===== config.mk =====
export PLATFORM = sky130hd
export DESIGN_NAME = avalon_rdwr_to_mem
export DESIGN_NICKNAME = d
export VERILOG_FILES = /design/src/hw/host_mem_pkg.sv /design/src/hw/avalon_rdwr_to_mem.sv
export VERILOG_INCLUDE_DIRS = /design/src /design/src/hw
export SDC_FILE = /design/constraint.sdc
export NUM_CORES = 1
export LEC_CHECK = 0
export ABC_AREA = 1
export BUFFER_PORTS_ARGS = -buffer_cell sky130_fd_sc_hd__buf_2
export CAP_MARGIN = 10
export CORE_AREA = 2 2 122 124
export CTS_CLUSTER_DIAMETER = 120
export DETAILED_ROUTE_END_ITERATION = 8
export DIE_AREA = 0 0 124 126
export GPL_TIMING_DRIVEN = 0
export PLACE_DENSITY = 0.41
export SKIP_CTS_REPAIR_TIMING = 1
export SLEW_MARGIN = 10
export SYNTH_ARGS = -nofsm -noshare
export SYNTH_HDL_FRONTEND = slang
export SYNTH_SLANG_ARGS = --single-unit

===== constraint.sdc =====
create_clock -name clk -period 1.55 [get_ports clk]
set_clock_uncertainty 0.15 [all_clocks]
set_input_delay 0 -clock clk [delete_from_list [all_inputs] [get_ports clk]]
set_output_delay 0 -clock clk [all_outputs]
set_load 0.05 [all_outputs]

===== src/hw/host_mem_settings.svh =====
`ifndef HOST_MEM_SETTINGS_SVH
`define HOST_MEM_SETTINGS_SVH

// Host memory is word addressed, so this is the number of word address bits
`define HOST_MEM_ADDR_W 8

// Width of one memory word and of the data buses
`define HOST_MEM_DATA_W 64
`define HOST_MEM_BE_W (`HOST_MEM_DATA_W / 8)

// Number of words held by the host memory endpoint
`define HOST_MEM_DEPTH (1 << `HOST_MEM_ADDR_W)

// Endpoint latencies in cycles, counted from the accepting edge
`define HOST_MEM_RD_LATENCY 3
`define HOST_MEM_WR_LATENCY 2

// The endpoint stalls one cycle in every period of this many cycles
`define HOST_MEM_WAIT_PERIOD 4

// Register stages between the converter and the endpoint
`define HOST_MEM_TIMING_STAGES 1

`endif


===== src/hw/host_mem_pkg.sv =====
`include "host_mem_settings.svh"

package host_mem_pkg;

    // Basic field types, sized from the shared settings
    typedef logic [`HOST_MEM_ADDR_W-1:0] addr_t;
    typedef logic [`HOST_MEM_DATA_W-1:0] data_t;
    typedef logic [`HOST_MEM_BE_W-1:0]   be_t;

    // Request on the read channel of the split bus
    // The read strobe travels beside it as its own signal
    typedef struct packed {
        addr_t address;
    } rd_req_t;

    // Request on the write channel of the split bus
    // Every byte with its enable bit set is written
    typedef struct packed {
        addr_t address;
        data_t writedata;
        be_t   byteenable;
    } wr_req_t;

    // Request on the merged Avalon memory port
    // At most one of read and write is set in any cycle
    // Writedata and byteenable only matter for a write
    typedef struct packed {
        logic  read;
        logic  write;
        addr_t address;
        data_t writedata;
        be_t   byteenable;
    } mem_req_t;

    // Response on the merged port
    // Both valid bits are single-cycle pulses with no back-pressure
    // A read response and a write response may arrive in the same cycle
    typedef struct packed {
        logic  readdatavalid;
        data_t readdata;
        logic  writeresponsevalid;
    } mem_rsp_t;

endpackage


===== src/hw/avalon_rdwr_to_mem.sv =====
module avalon_rdwr_to_mem (
    input  logic                  clk,
    input  logic                  rst,

    // Read channel from the accelerator
    input  logic                  rd_read,
    input  host_mem_pkg::rd_req_t rd_req,
    output logic                  rd_waitrequest,
    output logic                  rd_readdatavalid,
    output host_mem_pkg::data_t   rd_readdata,

    // Write channel from the accelerator
    input  logic                  wr_write,
    input  host_mem_pkg::wr_req_t wr_req,
    output logic                  wr_waitrequest,
    output logic                  wr_writeresponsevalid,

    // Merged Avalon port toward the memory side
    output host_mem_pkg::mem_req_t mem_req,
    input  logic                   mem_waitrequest,
    input  host_mem_pkg::mem_rsp_t mem_rsp
);

    // Set when the write channel wins the next tie between both channels
    logic prefer_wr;

    // A presented request that saw waitrequest stays selected until taken
    logic lock_q;
    logic lock_wr_q;

    // Channel selection for the current cycle
    logic pick_wr;
    logic grant_rd;
    logic grant_wr;
    logic accepted;

    // Pick a channel
    // A locked choice comes first, then the fairness bit on a tie
    always_comb begin
        if (lock_q) begin
            pick_wr = lock_wr_q;
        end else if (rd_read && wr_write) begin
            pick_wr = prefer_wr;
        end else begin
            pick_wr = wr_write;
        end
    end

    assign grant_wr = wr_write && pick_wr;
    assign grant_rd = rd_read && !pick_wr;

    // The merged request is taken when it is presented and not stalled
    assign accepted = (grant_rd || grant_wr) && !mem_waitrequest;

    // Build the merged request from the granted channel
    always_comb begin
        mem_req.read      = grant_rd;
        mem_req.write     = grant_wr;
        mem_req.address   = pick_wr ? wr_req.address : rd_req.address;
        mem_req.writedata = wr_req.writedata;
        // Reads fetch whole words, so all bytes are enabled
        mem_req.byteenable = pick_wr ? wr_req.byteenable : '1;
    end

    // The losing channel always sees a stall
    // The winner sees the stall of the merged port
    assign rd_waitrequest = !grant_rd || mem_waitrequest;
    assign wr_waitrequest = !grant_wr || mem_waitrequest;

    // Fairness and lock state
    always_ff @(posedge clk) begin
        if (rst) begin
            prefer_wr <= 1'b0;
            lock_q    <= 1'b0;
            lock_wr_q <= 1'b0;
        end else begin
            // After a read goes out the write side gets the next tie, and the
            // other way round
            if (accepted) begin
                prefer_wr <= grant_rd;
            end
            // Hold the current choice while the port is stalled, so the
            // merged strobe does not move to the other channel
            lock_q    <= (grant_rd || grant_wr) && mem_waitrequest;
            lock_wr_q <= grant_wr;
        end
    end

    // Responses carry their own valid bits and go straight to their channels
    assign rd_readdatavalid      = mem_rsp.readdatavalid;
    assign rd_readdata           = mem_rsp.readdata;
    assign wr_writeresponsevalid = mem_rsp.writeresponsevalid;

endmodule


# ---- Word level (Yosys, flattened, before mapping)
# Index checks and enable logic that the tools add are counted.
dict set report totals {
  regBits 3
  input_bits 159
  out_inout_bits 150
  word_cells 19
}
dict set report op_classes {
  mux 4
  n_reduce_logical 12
}
# cell count
set op_table {}
lappend op_table {{$mux W8} 2}
lappend op_table {{$logic_and A1 B1 Y1} 5}
lappend op_table {{$logic_not A1 Y1} 4}
lappend op_table {{$logic_or A1 B1 Y1} 3}
lappend op_table {{$mux W1} 2}

# ---- Logic depth before layout (Yosys ltp)
dict set report depth {
  ltp_word 7
  depth_mapped 8
  ltp_nobuf 7
}

# ---- Worst setup path after synthesis
# Ideal clock, no wire load.
dict set report synth_path {
  kind {reg2reg}
  startpoint {register lock_q}
  endpoint {register prefer_wr}
  t_arrival_ps 1193
  slack_ps 70
  path_stages_with_launch 7
  path_buffers 0
  period_less_slack_ps 1480
  path_cell_list {dfxtp_1 > nor2_2 > nand2_2 > nand2_4 > nand3_1 > nand2_1 > a21oi_1}
}
dict set report synth_between {
  elab_chain_len 5
  word_cells_on_any_way 6
  classes_between {mux (1); reduce/logical (5)}
}
# element line
set synth_rtl {}
lappend synth_rtl {{start: declaration} avalon_rdwr_to_mem.sv:28} ;# logic lock_q;
lappend synth_rtl {{start signal: assignment} avalon_rdwr_to_mem.sv:84} ;# lock_q <= (grant_rd || grant_wr) && mem_waitrequest;
lappend synth_rtl {{$mux W1 *} avalon_rdwr_to_mem.sv:40} ;# if (lock_q) begin
lappend synth_rtl {{$logic_not A1 Y1} avalon_rdwr_to_mem.sv:50} ;# assign grant_rd = rd_read && !pick_wr;
lappend synth_rtl {{$logic_and A1 B1 Y1} avalon_rdwr_to_mem.sv:50}
lappend synth_rtl {{$logic_or A1 B1 Y1} avalon_rdwr_to_mem.sv:53} ;# assign accepted = (grant_rd || grant_wr) && !mem_waitrequest;
lappend synth_rtl {{$logic_and A1 B1 Y1} avalon_rdwr_to_mem.sv:53}
lappend synth_rtl {{end signal: assignment} avalon_rdwr_to_mem.sv:80} ;# prefer_wr <= grant_rd;
lappend synth_rtl {{end: declaration} avalon_rdwr_to_mem.sv:25} ;# logic prefer_wr;
# Every way passes the cells marked *; elsewhere a longest branch is shown, timed or not.
# A chain may end at the register's enable or synchronous reset.

==> metrics.md <==
| Metric | Value |
|---|---|
| Max-slew headroom | `0.819` |
| Vias in the first global route | `1266` |
| Rows | `44` |
| Tot GR Track Use | `0.0398` |
| Total power | `1.86 mW` |
| Worst skew pair latency | `0.22 ns` |
| Worst hold path type | `input port to flip-flop` |
| Worst vdd ir | `around 0.00052 V` |
| H-Tree Depth | `1` |
| Cell Area, Synth | `1320 um^2` |
| Leakage Power | `1.58 nW` |
| Clock Sinks | `3` |
| Share of layout cells above drive strength 1 | `0.875` |
| Worst hold margin | `0.00126 ns` |
| Internal | `0.849 mW` |
| Critical path endpoint category | `output pin` |
| Most frequent cells in the layout | `buf_2 (167), buf_4 (136), nand2_1 (29)` |
| Boundary Pins | `309` |
| Crit path required time | `~1.4 ns` |
| Pre-CTS setup slack | `approximately 0.22 ns` |
| Final period util | `0.972` |
| # DRC | `0` |
| TritonCTS clock tree | `built` |
| Worst Tran Pin Value | `0.273 ns` |
| Clock Path Buffers | `2` |
| Area delta synth->final | `95.9%` |
| Final setup vio count | `0` |
| Die Y | `126 um` |
| Root buf cell | `clkbuf_16` |
| DRT Wirelength | `between 4000 and 5000 um` |
| Hold Crit Start | `rd_read` |
| Cell area power density | `718 nW/um^2` |
| Core area | `around 14000 um^2` |
| Worst setup margin | `about 0.043 ns` |
| Arrival time of the worst setup path | `1.36 ns` |
| Yosys Warn Count | `0` |
| Detail Placement HPWL | `~4000 um` |
| Die area | `15600 um^2` |
| Setup TNS | `0 ns` |
| Die width | `around 120 um` |
| Max cap viols | `0` |
| Worst reg2reg startpoint | `prefer_wr$_SDFFE_PP0P_` |
| Worst setup path category | `flip-flop to output pin` |
| GP Congestion | `slightly below 0.7` |
| Commonest non-fill, non-tap cell in the layout | `buf_2` |
| Switching share of total power | `0.544` |
| First-pass GRT wire length | `5160 um` |
| Register bit total from synthesis | `3` |
| Final Slew Violations | `0` |
| Inst Count DP | `553` |
| Flop pwr share | `0.045` |
| Via-per-instance ratio | `a little under 3` |
| Clock slew at reported path FFs | `about 0.03 ns` |
| Post-route cell area | `2590 um^2` |
| Pin count of the biggest net entering global routing | `11` |
| Util after Layout | `0.181` |
| Inserted Clock Buffers | `3` |
| Crit path from | `prefer_wr$_SDFFE_PP0P_` |
| Placed instance area | `2440 um^2` |
| Outcome | `finished, final reports clean` |
| Final Non-Filler Cells | `560` |
| Nets@finish | `536` |
| N_diodes | `0` |
| Initial antenna violation count | `0` |
| Post-synth cell types | `14` |
| Sequential share of the synthesized area | `0.0454` |
| First-pass DRT Iterations | `2` |
| Grt total ovfl | `0` |
| CP Max Fanout | `10` |
| Worst setup SP type | `flip-flop` |
| Routed Antenna Nets | `0` |
| Net Switching | `1.01 mW` |
| Comb power frac | `0.735` |
| WL/cell | `7.84 um` |
| Final hold vios | `0` |
| 1st-iter DRT viols | `6` |
| Fin crit period | `1.51 ns` |
| Via count | `approximately 1.6k` |
| Clock network fraction of total power | `0.220` |
| Synth Instances | `191` |
| Syn nets | `350` |
| Fmax | `664 MHz` |
| Avg Inst Size Synth | `6.92 um^2` |
| Starting Density | `0.0924` |
| I/O Buffers | `178` |
==> metal layers <==
metal  vias up  wire length (um)  GRT usage
li1        806                 -          -
met1       658              1350     0.0421
met2       161              2330     0.0802
met3         4               689    0.00543
met4         0                24    0.00991
met5         -                 0          0
==> power by group through the flow <==
| stage | Sequential [mW] | Combinational [mW] | Clock, mW |
|---|---|---|---|
| floorplan | 0.0845 | 1.12 | 0 |
| global placement | 0.0849 | 1.35 | 0 |
| detailed placement | 0.0848 | 1.35 | 0 |
| CTS | 0.0838 | 1.35 | 0.416 |
| global route | 0.0845 | 1.43 | 0.423 |
| finish | 0.0841 | 1.37 | 0.409 |
==> registers in the layout (all words and copies together) (netlist names) <==
register / flops
lock_q: 1
prefer_wr: 1
lock_wr_q: 1
==> Yosys cell counts <==
cell type    n  area share
nand2_1     30       0.085
nand2_2      1      0.0047
inv_1        7       0.020
dfxtp_1      3       0.045
inv_4        1      0.0047
nor2_2       2      0.0095
buf_4      132        0.75
nand3_1      2      0.0076
a21oi_2      1      0.0066
a21oi_1      1      0.0038
nand2_4      1      0.0085
buf_6        2       0.017
or2_2        6       0.028
or2_1        2      0.0095
==> cell families after synthesis <==
| logic type | count (synthesis) | synth area share |
|---|---|---|
| AO/OA/AOI/OAI | 2 | 0.0104 |
| buffers and inverters | 142 | 0.791 |
| AND/OR/NAND/NOR | 44 | 0.153 |
| flip-flops | 3 | 0.0454 |
==> worst max-delay path, cell delays in order (launching register included) <==
cell	delay, ns
dfxtp_2	0.31
inv_1	0.04
nand2_2	0.05
nand2_2	0.06
nand2_4	0.10
inv_4	0.05
buf_6	0.13
or2_1	0.22
buf_6	0.16
==> final cells by class <==
cell class                      count  area [um^2]
Tap cell                          184          230
Timing Repair Buffer              181          956
Clock buffer                        4         78.8
Sequential cell                     3         61.3
Fill cell                        1654        11700
Multi-Input combinational cell     46          219
Buffer                            134         1010
Inverter                            8         32.5
==> path summary, 6_finish.rpt <==
kind	cells past startpoint	to	slack, ns
hold / removal	5	lock_q$_SDFF_PP0_	0.001
hold reg to reg	2	prefer_wr$_SDFFE_PP0P_	0.30
setup reg to reg	7	lock_q$_SDFF_PP0_	0.38
setup / recovery	8	mem_req[6]	0.04
No activity file was read; power rests on OpenSTA's default activity.
