--- src/hw/host_mem_settings.svh ---
`ifndef HOST_MEM_SETTINGS_SVH
`define HOST_MEM_SETTINGS_SVH

// Host memory is word addressed, so this is the number of word address bits
`define HOST_MEM_ADDR_W 8

// Width of one memory word and of the data buses
`define HOST_MEM_DATA_W 64
`define HOST_MEM_BE_W (`HOST_MEM_DATA_W / 8)

// Number of words held by the host memory endpoint
`define HOST_MEM_DEPTH (1 << `HOST_MEM_ADDR_W)

// Endpoint latencies in cycles, counted from the accepting edge
`define HOST_MEM_RD_LATENCY 3
`define HOST_MEM_WR_LATENCY 2

// The endpoint stalls one cycle in every period of this many cycles
`define HOST_MEM_WAIT_PERIOD 4

// Register stages between the converter and the endpoint
`define HOST_MEM_TIMING_STAGES 1

`endif

--- src/hw/host_mem_pkg.sv ---
`include "host_mem_settings.svh"

package host_mem_pkg;

    // Basic field types, sized from the shared settings
    typedef logic [`HOST_MEM_ADDR_W-1:0] addr_t;
    typedef logic [`HOST_MEM_DATA_W-1:0] data_t;
    typedef logic [`HOST_MEM_BE_W-1:0]   be_t;

    // Request on the read channel of the split bus
    // The read strobe travels beside it as its own signal
    typedef struct packed {
        addr_t address;
    } rd_req_t;

    // Request on the write channel of the split bus
    // Every byte with its enable bit set is written
    typedef struct packed {
        addr_t address;
        data_t writedata;
        be_t   byteenable;
    } wr_req_t;

    // Request on the merged Avalon memory port
    // At most one of read and write is set in any cycle
    // Writedata and byteenable only matter for a write
    typedef struct packed {
        logic  read;
        logic  write;
        addr_t address;
        data_t writedata;
        be_t   byteenable;
    } mem_req_t;

    // Response on the merged port
    // Both valid bits are single-cycle pulses with no back-pressure
    // A read response and a write response may arrive in the same cycle
    typedef struct packed {
        logic  readdatavalid;
        data_t readdata;
        logic  writeresponsevalid;
    } mem_rsp_t;

endpackage

--- src/hw/avalon_mem_reg_stages.sv ---
module avalon_mem_reg_stages #(
    parameter int NUM_STAGES = 1
) (
    input  logic                   clk,
    input  logic                   rst,

    // Side facing the converter
    input  host_mem_pkg::mem_req_t up_req,
    output logic                   up_waitrequest,
    output host_mem_pkg::mem_rsp_t up_rsp,

    // Side facing the memory endpoint
    output host_mem_pkg::mem_req_t down_req,
    input  logic                   down_waitrequest,
    input  host_mem_pkg::mem_rsp_t down_rsp
);

    // Links between stages
    // Index 0 is the upstream end and index NUM_STAGES the downstream end
    host_mem_pkg::mem_req_t req_c  [NUM_STAGES+1];
    logic                   wait_c [NUM_STAGES+1];
    host_mem_pkg::mem_rsp_t rsp_c  [NUM_STAGES+1];

    assign req_c[0]           = up_req;
    assign up_waitrequest     = wait_c[0];
    assign up_rsp             = rsp_c[0];
    assign down_req           = req_c[NUM_STAGES];
    assign wait_c[NUM_STAGES] = down_waitrequest;
    assign rsp_c[NUM_STAGES]  = down_rsp;

    // With no stages the links above connect both ends directly
    for (genvar i = 0; i < NUM_STAGES; i++) begin : g_stage
        host_mem_pkg::mem_req_t main_q;
        host_mem_pkg::mem_req_t skid_q;
        logic                   skid_full;
        host_mem_pkg::mem_rsp_t rsp_q;
        logic                   in_valid;
        logic                   in_take;
        logic                   main_move;

        // A request is present when either strobe is set
        assign in_valid = req_c[i].read || req_c[i].write;

        // The stall seen upstream is a register, so no path crosses the stage
        assign in_take = in_valid && !skid_full;

        // The main register may load when it is empty or being taken
        assign main_move = !(main_q.read || main_q.write) || !wait_c[i+1];

        always_ff @(posedge clk) begin
            if (rst) begin
                main_q.read  <= 1'b0;
                main_q.write <= 1'b0;
                skid_q.read  <= 1'b0;
                skid_q.write <= 1'b0;
                skid_full    <= 1'b0;
            end else if (main_move) begin
                // Drain the skid entry first, it is older than the input
                if (skid_full) begin
                    main_q <= skid_q;
                end else if (in_take) begin
                    main_q <= req_c[i];
                end else begin
                    main_q.read  <= 1'b0;
                    main_q.write <= 1'b0;
                end
                skid_full <= 1'b0;
            end else if (in_take) begin
                // Main is stalled, so park the request that was in flight
                skid_q    <= req_c[i];
                skid_full <= 1'b1;
            end
        end

        // Responses are never stalled and only need one register
        always_ff @(posedge clk) begin
            if (rst) begin
                rsp_q.readdatavalid      <= 1'b0;
                rsp_q.writeresponsevalid <= 1'b0;
            end else begin
                rsp_q <= rsp_c[i+1];
            end
        end

        assign req_c[i+1] = main_q;
        assign wait_c[i]  = skid_full;
        assign rsp_c[i]   = rsp_q;
    end

endmodule

--- config.mk ---
export PLATFORM = sky130hd
export DESIGN_NAME = avalon_mem_reg_stages
export DESIGN_NICKNAME = d
export VERILOG_FILES = /design/src/hw/host_mem_pkg.sv /design/src/hw/avalon_mem_reg_stages.sv
export VERILOG_INCLUDE_DIRS = /design/src /design/src/hw
export SDC_FILE = /design/constraint.sdc
export NUM_CORES = 1
export LEC_CHECK = 0
export BUFFER_PORTS_ARGS = -buffer_cell sky130_fd_sc_hd__buf_2
export CAP_MARGIN = 20
export CORE_MARGIN = 4
export CORE_UTILIZATION = 51
export CTS_BUF_LIST = sky130_fd_sc_hd__clkbuf_8
export CTS_CLUSTER_DIAMETER = 150
export DETAILED_ROUTE_END_ITERATION = 7
export PLACE_DENSITY = 0.82
export RECOVER_POWER = 100
export SETUP_SLACK_MARGIN = 0.02
export SYNTH_ARGS = -nofsm -noshare
export SYNTH_HDL_FRONTEND = slang
export SYNTH_SLANG_ARGS = --single-unit
--- constraint.sdc ---
create_clock -name clk -period 9.8 [get_ports clk]
set_input_delay 0.49 -clock clk [delete_from_list [all_inputs] [get_ports clk]]
set_output_delay 0.49 -clock clk [all_outputs]
set_load 0.05 [all_outputs]
Word level (Yosys, flattened, before mapping)
Cells that the tools add are included.
{"block": "word_totals", "memories": 0, "elab_cells": 31, "latch_bits": 0, "rom_bits": 0, "output_inout_bits": 149, "ff_bits": 231, "ram_bits": 0, "inputBits": 151}
{"block": "op_classes", "n_reduce_logical": 12, "n_bitwise": 2, "n_div": 0, "muxes": 3, "n_eq_ne": 0, "n_lt_le_gt_ge": 0, "multipliers": 0, "add_sub_neg": 0, "shifts": 0}
{"cell": "82-bit 2-to-1 mux", "n": 1}
{"cell": "80-bit 2-to-1 mux", "n": 1}
{"cell": "3-bit AND reduction", "n": 2}
{"cell": "1-bit zero test", "n": 3}
{"cell": "1-bit logical OR", "n": 3}
{"cell": "2-bit 2-to-1 mux", "n": 1}
{"cell": "1-bit NOT", "n": 2}
{"cell": "2-bit AND reduction", "n": 1}
{"cell": "2-bit nonzero test", "n": 1}
{"cell": "2-bit OR reduction", "n": 1}
{"cell": "1-bit logical AND", "n": 1}

Longest topological paths before layout
{"block": "logic_depth", "word_depth": 5, "ltp_mapped": 5, "depth_no_buf": 3}

Worst setup path after synthesis
No wires, ideal clock.
{"block": "synth_path", "kind": "register -> register", "from": "register g_stage[0].skid_full (netlist: up_waitrequest)", "to": "register g_stage[0].main_q (netlist bit down_req[0]) (enable)", "t_required_ps": 9183, "path_slack_ps": 2583, "n_path_buf": 3, "stages_incl_launch_ff": 6, "setup_ps": 617, "synth_period_minus_slack_ps": 7217, "arrival_ps": 6600, "path_cell_list": "dfxtp_1 -> buf_6 -> buf_6 -> buf_6 -> nor3_1 -> nor3_1"}
{"block": "synth_between", "elab_chain_len": 4}
{"item": "from (decl)", "line": "avalon_mem_reg_stages.sv:35", "source": "logic skid_full;"}
{"item": "from (signal assigned)", "line": "avalon_mem_reg_stages.sv:56", "source": "skid_full <= 1'b0;"}
{"item": "from (signal assigned)", "line": "avalon_mem_reg_stages.sv:67", "source": "skid_full <= 1'b0;"}
{"item": "from (signal assigned)", "line": "avalon_mem_reg_stages.sv:71", "source": "skid_full <= 1'b1;"}
{"item": "1-bit zero test", "line": "avalon_mem_reg_stages.sv:45", "source": "assign in_take = in_valid && !skid_full;"}
{"item": "1-bit logical AND", "line": "avalon_mem_reg_stages.sv:45"}
{"item": "2-bit nonzero test (no source line) *"}
{"item": "3-bit AND reduction (no source line) *"}
{"item": "to (signal assigned)", "line": "avalon_mem_reg_stages.sv:60", "source": "main_q <= skid_q;"}
{"item": "to (signal assigned)", "line": "avalon_mem_reg_stages.sv:62", "source": "main_q <= req_c[i];"}
{"item": "to (decl)", "line": "avalon_mem_reg_stages.sv:33", "source": "host_mem_pkg::mem_req_t main_q;"}
Mark *: on every way between the ends. The rest lies on a longest branch, timed or not.
A chain may end at the register's enable or synchronous reset.

Final worst setup path
{"block": "layout_path", "from": "register g_stage[0].skid_full (netlist: up_waitrequest)", "to": "register g_stage[0].main_q (netlist bit down_req[39]), data pin"}
{"block": "layout_between", "elab_chain_len": 1}
{"item": "82-bit 2-to-1 mux", "line": "avalon_mem_reg_stages.sv:59", "source": "if (skid_full) begin"}
Every way passes these cells.

==> run metrics <==
most frequent cells in the layout edfxtp_1, clkbuf_1, buf_2; Tot GR Track Use 0.203; first-pass GRT wire length 27.7 mm; CP startpoint kind flip-flop; Max Clock Freq 225 MHz; Detailed Route WL 18.6 mm; clock buffer depth 3; die height 134 µm; Yosys cell types 20; Final ANT Viol Nets 0; Crit path largest cell delay 2620 ps; crit end category flip-flop; reg2reg path depth 2; Final Skew 20.5 ps; crit path kind reg2reg; Seq/Total Area, Yosys 0.854; worst slack at placement 7720 ps; drt first pass iters 4; Core Util, Final 0.660; total power 0.00222 W; Die X around 130 µm; mapped cell area 8040 µm²; failing checks capacitance limit, slew limit; Inst Count DP 849; Worst Max-Slew Pin Slew 3640 ps; Hold Path End up_rsp[52]; Initial DRC Count 283; Vias/cell 5.00; Critical Path RT 10030 ps; fin crit share 0.454; P_int 0.00162 W; Area Overhead vs Synth 25.8%; RR Startpoint up_waitrequest; Skew-Pair Late Insertion Delay 500 ps; area occupied by multi-input gates between 1000 and 1500 µm²; Clk network pwr share 0.333; Worst setup startpoint up_waitrequest; total negative setup slack 0 ps; status finished, violations left; RSZ-0062 raised after global routing false; HP Class in2reg; Final Net Count between 800 and 900; sw frac 0.272; CTS tree built; critical path cell sequence clkbuf_1 > mux2_2; worst vdd ir about 0.00013 V; RR Endpoint down_req[39]; CTS resizes 0; Root Buffer clkbuf_8; Synthesized Nets 495; Core Area 15300 µm²; largest net degree at the start of global routing 66; LEAKAGE 3.52 nW; vias in the first global route 4935; row cnt 45; routability congestion estimate 0.851; CTS Buf Count 37; clock sinks 231; Mapped Cells 344; cell area power density between 200 and 250 nW/µm²; min-delay src down_rsp[52]; clock-pin transition on the worst setup and hold timing paths roughly 60 ps; WL met2 9.44 mm; Reg area 6870 µm²; critical path arrival ~4700 ps; min Tclk post-route 4450 ps; DRC 0; Max Cap Viol 6; post-route setup slack 5350 ps; met1 WL roughly 6.7 mm; routed len/inst between 20 and 25 µm; crit path max-delay cell type clkbuf_1; CTS H-tree depth 2; Syn Area/Cell between 20 and 25 µm²; fill count 1166; grt ovf 0; IO buf count 299; Top Metal Used met4; Final Hold Fails 0; power share of the combinational group 0.135; Synth Register Bits around 230; # Post-CTS Setup Buffers 0; Setup-failing EPs final 0; initial antenna violation count 1; vias between 4000 and 5000; Net Switching ~0.00060 W; R2R setup slack around 5400 ps; die area 17800 µm²; Final Non-Filler Cells 912; Antenna Cells 0; commonest non-fill, non-tap cell in the layout edfxtp_1; crit-path max FO 65; Boundary Pins 300; share of cells above drive strength 1 0.305; # hold bufs at CTS 0; WHS Path Cells 1; part of the power in registers 0.532; routed wl met3 around 2 mm; DP HPWL 13.1 mm; synth warn 0; final slew viol count ~300; Starting Density 0.525; Rel. slew slack -1.43
==> through the flow <==
stage / hold slack (ps) / area, µm²
2_1_floorplan: 449 / 8040
3_3_place_gp: 459 / 9780
3_5_place_dp: 484 / 9780
4_1_cts: 122 / 10400
5_1_grt: 123 / 10100
6_report: 161 / 10100
==> flip-flops by register name (all words and copies together) (netlist names) <==
register and cells:
up_waitrequest 1, down_req 82, g_stage.skid_q 82, up_rsp 66
==> cell usage after synthesis <==
library cell,n,share of area
a211oi_1,2,0.0019
a21oi_1,1,0.00062
a31o_2,1,0.0011
buf_2,6,0.0037
buf_6,5,0.0070
dfxtp_1,7,0.017
edfxtp_1,224,0.84
inv_1,2,0.00093
mux2_2,70,0.098
mux2_4,10,0.019
mux2i_1,2,0.0025
nand3b_1,1,0.00093
nor2_1,3,0.0014
nor2b_1,2,0.0016
nor3_1,3,0.0019
nor4_1,1,0.00078
nor4_2,1,0.0016
o21a_1,1,0.00093
o21ai_2,1,0.0011
o31ai_2,1,0.0016
==> worst max path at each step <==
stage | endpoint | slack [ps] | cells past startpoint
2_1_floorplan | down_req[0] | 2580 | 5
3_3_place_gp | down_req[23] | 7820 | 2
3_5_place_dp | down_req[41] | 7720 | 2
4_1_cts | down_req[41] | 7710 | 2
5_1_grt | down_req[81] | 4880 | 3
6_report | down_req[39] | 5350 | 2
==> power by group through the flow <==
stage	combinational, W	clock (W)	sequential, W
floorplan	0.0000580	0	0.00136
global placement	0.000314	0	0.00119
detailed placement	0.000320	0	0.00120
CTS	0.000321	0.000764	0.00118
global route	0.000313	0.000817	0.00119
finish	0.000300	0.000740	0.00118
==> routing by layer <==
| layer | track usage | vias to the layer above |
|---|---|---|
| li1 | - | 2041 |
| met1 | 0.228 | 2235 |
| met2 | 0.345 | 252 |
| met3 | 0.0876 | 29 |
| met4 | 0.0794 | 0 |
| met5 | 0 | - |
==> critical path, delay by kind of cell, from the launching register on <==
family	cells	cell delay [ps]
buffers and inverters	1	2620
flip-flops	1	1000
multiplexers	1	500
==> kinds of logic after synthesis <==
| group | after synthesis | synth area share |
|---|---|---|
| AO/OA/AOI/OAI | 7 | 0.00716 |
| buffers and inverters | 13 | 0.0117 |
| flip-flops | 231 | 0.854 |
| multiplexers | 82 | 0.119 |
| AND/OR/NAND/NOR | 11 | 0.00809 |
==> area by class of cell <==
class                      count  share of cell area
clock buffer                  39              0.0531
timing repair buffer         305               0.125
tap                          211              0.0261
clock inverter                24              0.0124
inverter                       2            0.000742
sequential                   231               0.679
multi-input combinational    100               0.103
Note: power is estimated with default switching activity, not from simulation.
